--- config.mk ---
export PLATFORM = sky130hd
export DESIGN_NAME = axi_read_arbiter
export DESIGN_NICKNAME = d
export VERILOG_FILES = /design/src/hdl/mem_pkg.sv /design/src/hdl/axi_read_arbiter.sv
export SDC_FILE = /design/constraint.sdc
export NUM_CORES = 1
export LEC_CHECK = 0
export ABC_AREA = 0
export BUFFER_PORTS_ARGS = -buffer_cell sky130_fd_sc_hd__buf_2
export CAP_MARGIN = 10
export CORE_AREA = 2 2 206 208
export CTS_BUF_LIST = sky130_fd_sc_hd__clkbuf_4 sky130_fd_sc_hd__clkbuf_8
export CTS_CLUSTER_DIAMETER = 120
export DETAILED_ROUTE_END_ITERATION = 12
export DIE_AREA = 0 0 208 210
export GPL_ROUTABILITY_DRIVEN = 0
export SYNTH_ARGS = -nofsm -noshare
export SYNTH_HDL_FRONTEND = slang
export SYNTH_SLANG_ARGS = --single-unit
--- constraint.sdc ---
create_clock -name clk -period 3.1 [get_ports clk]
set_clock_uncertainty 0.1 [all_clocks]
set_input_delay 0.465 -clock clk [delete_from_list [all_inputs] [get_ports clk]]
set_output_delay 0.465 -clock clk [all_outputs]
set_load 0.03 [all_outputs]
--- src/hdl/mem_pkg.sv ---
package mem_pkg;

	// bus widths
	localparam int ADDR_W = 32;
	localparam int DATA_W = 64;
	localparam int STRB_W = DATA_W / 8;
	// byte offset bits within one word
	localparam int OFFS_W = $clog2(STRB_W);

	// sram geometry
	localparam logic [ADDR_W-1:0] MEM_BASE = 32'h8000_0000;
	localparam int MEM_WORDS = 512;
	localparam int MEM_IDX_W = $clog2(MEM_WORDS);

	// response codes, axi encoding
	localparam logic [1:0] RESP_OKAY = 2'd0;
	localparam logic [1:0] RESP_SLVERR = 2'd2;

	// read address channel
	typedef struct packed {
		logic [ADDR_W-1:0] addr;
	} ar_req_t;

	// read data channel
	typedef struct packed {
		logic [DATA_W-1:0] data;
		logic [1:0] resp;
	} r_rsp_t;

	// write address channel
	typedef struct packed {
		logic [ADDR_W-1:0] addr;
	} aw_req_t;

	// write data channel, one strobe bit per byte lane
	typedef struct packed {
		logic [DATA_W-1:0] data;
		logic [STRB_W-1:0] strb;
	} w_req_t;

	// write response channel
	typedef struct packed {
		logic [1:0] resp;
	} b_rsp_t;

endpackage

--- src/hdl/axi_read_arbiter.sv ---
module axi_read_arbiter (
	input logic clk,
	input logic rst,
	// fetch port, read only
	input mem_pkg::ar_req_t if_ar,
	input logic if_arvalid,
	output logic if_arready,
	output mem_pkg::r_rsp_t if_r,
	output logic if_rvalid,
	input logic if_rready,
	// data port, read
	input mem_pkg::ar_req_t d_ar,
	input logic d_arvalid,
	output logic d_arready,
	output mem_pkg::r_rsp_t d_r,
	output logic d_rvalid,
	input logic d_rready,
	// data port, write
	input mem_pkg::aw_req_t d_aw,
	input logic d_awvalid,
	output logic d_awready,
	input mem_pkg::w_req_t d_w,
	input logic d_wvalid,
	output logic d_wready,
	output mem_pkg::b_rsp_t d_b,
	output logic d_bvalid,
	input logic d_bready,
	// slave side
	output mem_pkg::ar_req_t s_ar,
	output logic s_arvalid,
	input logic s_arready,
	input mem_pkg::r_rsp_t s_r,
	input logic s_rvalid,
	output logic s_rready,
	output mem_pkg::aw_req_t s_aw,
	output logic s_awvalid,
	input logic s_awready,
	output mem_pkg::w_req_t s_w,
	output logic s_wvalid,
	input logic s_wready,
	input mem_pkg::b_rsp_t s_b,
	input logic s_bvalid,
	output logic s_bready
);
	import mem_pkg::*;

	// last grant went to the data port
	logic last_d;
	// response still owed to owner
	logic locked;
	// owner of the pending read, 1 for data port
	logic owner;
	logic grant_d;
	ar_req_t win_ar;

	// round robin
	// on a tie the port not granted last wins
	// reset leaves last_d set so fetch goes first
	assign grant_d = d_arvalid && (!if_arvalid || !last_d);
	assign win_ar = grant_d ? d_ar : if_ar;

	// address steering, same cycle
	// nothing forwarded while locked
	assign s_ar = win_ar;
	assign s_arvalid = !locked && (if_arvalid || d_arvalid);
	// loser sees arready low
	assign if_arready = !locked && !grant_d && s_arready;
	assign d_arready = !locked && grant_d && s_arready;

	always_ff @(posedge clk) begin
		if (rst) begin
			last_d <= 1'b1;
			locked <= 1'b0;
			owner <= 1'b0;
		end else if (!locked) begin
			// address taken, hold owner until r handshake
			if (s_arvalid && s_arready) begin
				locked <= 1'b1;
				owner <= grant_d;
				last_d <= grant_d;
			end
		end else if (s_rvalid && s_rready) begin
			locked <= 1'b0;
		end
	end

	// response steering
	// payload shared, only the owner sees rvalid
	assign if_r = s_r;
	assign d_r = s_r;
	assign if_rvalid = locked && !owner && s_rvalid;
	assign d_rvalid = locked && owner && s_rvalid;
	assign s_rready = locked && (owner ? d_rready : if_rready);

	// only the data port writes, straight through
	assign s_aw = d_aw;
	assign s_awvalid = d_awvalid;
	assign d_awready = s_awready;
	assign s_w = d_w;
	assign s_wvalid = d_wvalid;
	assign d_wready = s_wready;
	assign d_b = s_b;
	assign d_bvalid = s_bvalid;
	assign s_bready = d_bready;

endmodule

### Yosys cells after proc, flatten, opt, wreduce, memory -nomap -nowiden

Index checks and enable logic that the tools add are counted.

| cells by class | value |
|---|---|
| multiplexer cells | 5 |
| bitwise gates (word level) | 1 |
| reduce and logical (&&, ||, !) cells | 21 |

Operators with widths:

| operator | count |
|---|---|
| $mux W32 | 1 |
| $logic_and A1 B1 Y1 | 13 |
| $logic_not A1 Y1 | 5 |
| $mux W1 | 4 |
| $logic_or A1 B1 Y1 | 2 |
| $reduce_and A2 Y1 | 1 |
| $not A1 Y1 | 1 |

| storage, ports and cells | value |
|---|---|
| flip-flop bits (word level) | 3 |
| input port bits | 250 |
| output and inout bits | 282 |
| logic and storage cells | 30 |

### Depth between registers and ports, before layout

Gate-level depths: netlist of the first run.

| logic depth | value |
|---|---|
| depth in word-level cells | 6 |
| depth in mapped cells | 4 |
| gate-level depth less buffers | 3 |

### Worst setup path before layout of the first run

Ideal clock, no wire load.

| timing path | value |
|---|---|
| path kind | input port to output port |
| start | input d_arvalid |
| end | output s_ar[24] (netlist name) |
| data arrival time | 1.384 ns |
| data required time | 2.535 ns |
| slack | 1.151 ns |
| stages on the path | 3 |
| path buffers | 1 |
| path through | a21boi_4 > buf_8 > mux2_1 |

RTL lines:

| element | RTL line | RTL |
|---|---|---|
| start: declaration | axi_read_arbiter.sv:13 | `input logic d_arvalid,` |
| end: declaration | axi_read_arbiter.sv:29 | `output mem_pkg::ar_req_t s_ar,` |

==> impl_metrics.toml, run 1 <==
[synth]
synth.net_count = 552
synth-seq-cells = 3
syn-cell-area_um2 = 2420
synth.avg_cell_area_um2 = 8.03
syn_inst = 302
netlist-cell-type-count = 18
synth.yosys.warnings = 0
synth_sequential_area_ratio_pct = 2.48

[placement]
placedCellCount = 704
dp.final_hpwl_mm = 10.5
buffer_ports.inserted = 109
placedInstanceArea_um2 = 1790

[grt]
grt_antenna_before_repair = 2
grt_start_max_net_pins = 28
first_global_vias = 1421
globalRouteOverflowTotal = 0
global_route_wire_length_before_repair_mm = 13.3
track_usage_pct = 4.67

[critical_path]
crit_slowest_cell = "sky130_fd_sc_hd__mux2_2"
timing.critical_path.slowest_cell_delay_ns = 0.36
r2r_start = "last_d$_SDFFE_PP1P_"
endpoint_kind = "primary output"
critPathLaunchType = "input pin"
required_ns = 2.53
worst-r2r-setup-slack_ns = 1.82
crit_chain = "buf_2, a21boi_4, buf_12, mux2_2, buf_2"
worst-endpoint-arrival_ns = 1.71
crit-reg2reg-capture = "owner$_SDFFE_PP0P_"
critical_path.n_buffers_inverters = 3
critical_path.top_delay_family = "buffers and inverters"
cp_common_cell = "sky130_fd_sc_hd__buf_2"
criticalPathCategory = "in -> out"
crit_cells = 5
maximum_fanout_encountered_on_the_critical_timing_path = 27
cell_depth_of_the_worst_flop_to_flop_path = 4

[cells_and_area]
fin_nets = 420
final_cell_count_no_fill = 709
n_fill_cell = 4932
multi_input_comb_area_um2 = 484
regArea_um2 = 60.1
areaGrowthSynthToFinish_pct = -24.1
postLayoutCellArea_um2 = 1840
drive_gt1_share_pct = 85.8

[power]
ir_worst_vdd_mv = 0.0826
leakagePower_nw = 0.670
power.density_nw_per_um2 = 232

[die]
initial_utilization_pct = 5.85
die_w_um = 208
design.core.area_um2 = 41500
floorplan.rows = 75
number_of_top_level_pins = 532
fp.dieArea_um2 = 43700
die_height_um = 210

[detailed_routing]
ant_nets = 0
vias_per_cell = 1.89
highest-signal-layer = "met4"
routedLengthMet1_mm = 1.86
drcViolationCount = 0
met2RoutedLength_mm = 5.34
routed_wire_length_per_instance_um = 16.1
routed_vias = 1338
drt-initial-drc-count = 44
total_routed_length_mm = 11.4
detailedRoute.firstPassIterationCount = 3
wl_met3_mm = 2.77

[hold_path]
hold_depth = 2
hold_path_startpoint = "rst"
worstHoldEndpoint = "locked$_SDFF_PP0_"
hold_path_class = "in -> reg"

[run]
cap_viol_max_count = 0

[clock_network]
clock_tree.root_cell = "sky130_fd_sc_hd__clkbuf_8"
post-cts-setup-buffers = 0
cts_resized = 0
clock_network_latency_to_the_later_pin_of_the_worst_skew_pair_ns = 0.22
ctsLongestPathBuffers = 2
cts_num_sinks = 3
cts_htree_levels = 1
hold_buffers = 0
worst_setup_hold_path_clk_slew_ns = 0.03
cts_tree = "built"
numCtsBuffers = 3

[timing]
worstMarginPinSlew_ns = 0.331
finalSetupViolations = 0
final-hold-violation-count = 0
grt_setup_unrepaired = "false"
fin_crit_ns = 2.28
report.final.slew_viol_count = 0
timing.max_slew.rel_slack_pct = 77.9
finalCritPeriodShare_pct = 73.5
setup_tns_ns = 0
fmax_ghz = 0.439

[outcome]
status = "finished clean"
## cells in the final DEF, fill, tap and decap left out
cell	n
sky130_fd_sc_hd__clkbuf_4	1
sky130_fd_sc_hd__a21boi_4	1
sky130_fd_sc_hd__mux2_2	30
sky130_fd_sc_hd__nand2b_1	1
sky130_fd_sc_hd__nand3b_1	1
sky130_fd_sc_hd__a211o_1	1
sky130_fd_sc_hd__buf_12	1
sky130_fd_sc_hd__mux2i_1	1
sky130_fd_sc_hd__clkbuf_8	3
sky130_fd_sc_hd__buf_2	109
sky130_fd_sc_hd__and3_1	2
sky130_fd_sc_hd__dfxtp_1	3
sky130_fd_sc_hd__o22ai_1	1
sky130_fd_sc_hd__o21a_1	1
sky130_fd_sc_hd__nor2_1	7
sky130_fd_sc_hd__nor3b_1	1
sky130_fd_sc_hd__diode_2	1
sky130_fd_sc_hd__nand2_1	1
sky130_fd_sc_hd__a32oi_1	1
sky130_fd_sc_hd__mux2_1	2
sky130_fd_sc_hd__inv_1	1
## registers in the layout, summed over array words and instances (netlist names)
register	cells
last_d	1
owner	1
locked	1
## layout make-up
| cell class | count | area share, % |
|---|---|---|
| well taps | 539 | 36.7 |
| repair buffers | 110 | 30.7 |
| multi-input cells | 51 | 26.3 |
| flip-flops and latches | 3 | 3.27 |
| clock buffers | 4 | 2.65 |
| inverters | 1 | 0.204 |
| diodes | 1 | 0.136 |
## kinds of logic after synthesis
family | Yosys count | share of synthesized area [%]
and+or+nand+nor | 13 | 2.63
DFF | 3 | 2.48
AOI/OAI and AO/OA | 5 | 2.06
buffers and inverters | 248 | 77.6
muxes | 33 | 15.3
## power breakdown
group / leakage (nW) / internal [W] / switching (W)
Sequential: 0.0248 / 0.0000417 / 0.00000409
Clock: 0.0262 / 0.0000965 / 0.0000265
Combinational: 0.619 / 0.000103 / 0.000155
## Yosys cell counts
| cell type | number | area (um^2) |
|---|---|---|
| sky130_fd_sc_hd__o22ai_1 | 1 | 6.26 |
| sky130_fd_sc_hd__and3_1 | 2 | 12.5 |
| sky130_fd_sc_hd__buf_4 | 244 | 1830 |
| sky130_fd_sc_hd__a21boi_4 | 1 | 18.8 |
| sky130_fd_sc_hd__buf_8 | 3 | 45.0 |
| sky130_fd_sc_hd__nand2_1 | 1 | 3.75 |
| sky130_fd_sc_hd__inv_1 | 1 | 3.75 |
| sky130_fd_sc_hd__dfxtp_1 | 3 | 60.1 |
| sky130_fd_sc_hd__mux2i_1 | 1 | 10.0 |
| sky130_fd_sc_hd__mux2_1 | 2 | 22.5 |
| sky130_fd_sc_hd__nor2_1 | 7 | 26.3 |
| sky130_fd_sc_hd__a32oi_1 | 1 | 8.76 |
| sky130_fd_sc_hd__a211o_1 | 1 | 8.76 |
| sky130_fd_sc_hd__nand2b_1 | 1 | 6.26 |
| sky130_fd_sc_hd__mux2_2 | 30 | 338 |
| sky130_fd_sc_hd__nand3b_1 | 1 | 7.51 |
| sky130_fd_sc_hd__nor3b_1 | 1 | 7.51 |
| sky130_fd_sc_hd__o21a_1 | 1 | 7.51 |
## layer usage
metal | vias to the layer above | track usage, %
met1 | 503 | 2.05
met2 | 312 | 8.05
met3 | 82 | 4.60
met4 | 0 | 5.60
met5 | - | 0
li1 | 441 | -
## worst max-delay path by stage
| stage | start | end |
|---|---|---|
| after floorplan | d_arvalid | s_ar[24] |
| final | if_arvalid | s_ar[14] |
| after global routing | if_arvalid | s_ar[30] |
| after global placement | if_arvalid | s_ar[14] |
| after detailed placement | if_arvalid | s_ar[14] |
| after CTS | if_arvalid | s_ar[14] |
## per-stage QoR
stage / worst slack [ns] / hold WS [ns] / util, % / total power (W)
floorplan: 1.15 / 0.411 / - / 0.000794
global placement: 0.873 / 0.445 / 4.31 / 0.000304
finish: 0.821 / 0.362 / 4.43 / 0.000427
CTS: 0.822 / 0.355 / 4.43 / 0.000432
global route: 0.774 / 0.362 / 4.43 / 0.000444
detailed placement: 0.821 / 0.469 / 4.31 / 0.000306
No activity file was read; power rests on OpenSTA's default activity.
==> run 2: changes to the inputs <==
--- a/config.mk
+++ b/config.mk
@@ -8,11 +8,11 @@
 export ABC_AREA = 0
 export BUFFER_PORTS_ARGS = -buffer_cell sky130_fd_sc_hd__buf_2
 export CAP_MARGIN = 10
-export CORE_AREA = 2 2 206 208
+export CORE_AREA = 2 2 205 207
 export CTS_BUF_LIST = sky130_fd_sc_hd__clkbuf_4 sky130_fd_sc_hd__clkbuf_8
 export CTS_CLUSTER_DIAMETER = 120
 export DETAILED_ROUTE_END_ITERATION = 12
-export DIE_AREA = 0 0 208 210
+export DIE_AREA = 0 0 207 209
 export GPL_ROUTABILITY_DRIVEN = 0
 export SYNTH_ARGS = -nofsm -noshare
 export SYNTH_HDL_FRONTEND = slang
==> constraint.sdc (replaced) <==
create_clock -name clk -period 2.05 [get_ports clk]
set_clock_uncertainty 0.1 [all_clocks]
set_input_delay 0.3075 -clock clk [delete_from_list [all_inputs] [get_ports clk]]
set_output_delay 0.3075 -clock clk [all_outputs]
set_load 0.03 [all_outputs]
==> impl_metrics.toml, run 2 (same netlist as run 1, synthesis figures left out) <==
[critical_path]
worst-endpoint-arrival_ns = 1.50
maximum_fanout_encountered_on_the_critical_timing_path = 35
endpoint_kind = "primary output"
crit_chain = "a21boi_4, buf_12, mux2_2, buf_2"
timing.critical_path.slowest_cell_delay_ns = 0.36
critPathLaunchType = "flop"
crit_slowest_cell = "sky130_fd_sc_hd__mux2_2"
critical_path.top_delay_family = "buffers and inverters"
criticalPathCategory = "reg -> out"
required_ns = 1.64
critical_path.n_buffers_inverters = 2

[detailed_routing]
detailedRoute.firstPassIterationCount = 4
ant_nets = 0
vias_per_cell = 1.85
drt-initial-drc-count = 18
drcViolationCount = 0
routed_wire_length_per_instance_um = 14.5
total_routed_length_mm = 10.3
routed_vias = 1312

[timing]
fin_crit_ns = 1.91
timing.max_slew.rel_slack_pct = 86.5
finalCritPeriodShare_pct = 93.1
final-hold-violation-count = 0
worstMarginPinSlew_ns = 0.197
report.final.slew_viol_count = 0
finalSetupViolations = 0
setup_tns_ns = 0
fmax_ghz = 0.524
grt_setup_unrepaired = "false"
holdWs_ns = 0.199

[outcome]
status = "finished clean"

[grt]
globalRouteOverflowTotal = 0
first_global_vias = 1404
grt_start_max_net_pins = 36
global_route_wire_length_before_repair_mm = 12.3
grt_antenna_before_repair = 1
track_usage_pct = 4.23

[clock_network]
post-cts-setup-buffers = 0
ctsLongestPathBuffers = 2
cts_htree_levels = 1
numCtsBuffers = 3
hold_buffers = 0
cts_resized = 0
clock_tree.root_cell = "sky130_fd_sc_hd__clkbuf_8"
cts_tree = "built"
cts_num_sinks = 3
worst_setup_hold_path_clk_slew_ns = 0.03
clock_network_latency_to_the_later_pin_of_the_worst_skew_pair_ns = 0.21

[die]
die_w_um = 207
initial_utilization_pct = 5.87
die_height_um = 209
fp.dieArea_um2 = 43300
number_of_top_level_pins = 532
design.core.area_um2 = 41300
floorplan.rows = 75

[power]
intPower_w = 0.000365
ir_worst_vdd_mv = 0.102
power.density_nw_per_um2 = 349
p_total_w = 0.000641
leakagePower_nw = 0.670
switching_power_w = 0.000276
power_frac_comb_pct = 60.6
switching_share_pct = 43.0
power.clock.fraction_pct = 28.6
share_seq_of_total_power_pct = 10.7

[placement]
dp.final_hpwl_mm = 9.34
buffer_ports.inserted = 109
placedCellCount = 704

[cells_and_area]
final_cell_count_no_fill = 709
layout.cells.most_common_list = "sky130_fd_sc_hd__buf_2, sky130_fd_sc_hd__mux2_2, sky130_fd_sc_hd__nor2_1, sky130_fd_sc_hd__clkbuf_8, sky130_fd_sc_hd__dfxtp_1"
layout.cells.most_common = "sky130_fd_sc_hd__buf_2"
fin_nets = 420
n_fill_cell = 4893
post-route-util_pct = 4.45
areaGrowthSynthToFinish_pct = -24.1
drive_gt1_share_pct = 85.8
layout_top_registers = "last_d (1), locked (1), owner (1)"

[hold_path]
hold_path_class = "in -> reg"

[run]
cap_viol_max_count = 0
[run 2: worst paths after layout]
kind,start,to,slack [ns],cells after the start
max,last_d$_SDFFE_PP1P_,s_ar[25],0.14,4
min,rst,owner$_SDFFE_PP0P_,0.20,2
max reg2reg,last_d$_SDFFE_PP1P_,owner$_SDFFE_PP0P_,0.90,4
min reg2reg,last_d$_SDFFE_PP1P_,last_d$_SDFFE_PP1P_,0.45,1
[run 2: area by class of cell]
cell class | instances | area [um^2] | share of cell area [%]
antenna | 1 | 2.50 | 0.136
tap | 539 | 674 | 36.7
clock buffer | 4 | 48.8 | 2.65
multi-input combinational | 51 | 484 | 26.3
inverter | 1 | 3.75 | 0.204
sequential | 3 | 60.1 | 3.27
timing repair buffer | 110 | 566 | 30.7
[run 2: power groups by stage]
stage                     clock [W]  combinational [W]  sequential (W)
after floorplan                   0            0.00113       0.0000681
after global placement            0           0.000387       0.0000689
after detailed placement          0           0.000391       0.0000694
after CTS                  0.000191           0.000392       0.0000689
after global routing       0.000190           0.000406       0.0000694
final                      0.000184           0.000389       0.0000689
[run 2: through the flow]
step	setup WS (ns)	cell area, um^2
6_report	0.142	1840
5_1_grt	0.0910	1840
4_1_cts	0.127	1840
3_5_place_dp	0.221	1790
3_3_place_gp	0.264	1790
2_1_floorplan	0.414	2420
[run 2: routing by layer]
layer  part of all wire (%)  wire length [um]  vias to the layer above  track usage, %
li1                       -                 -                      440               -
met1                     18              1850                      482            2.05
met2                     48              4940                      311            7.49
met3                     24              2440                       79            4.19
met4                     10              1030                        0            4.14
met5                      0                 0                        -               0
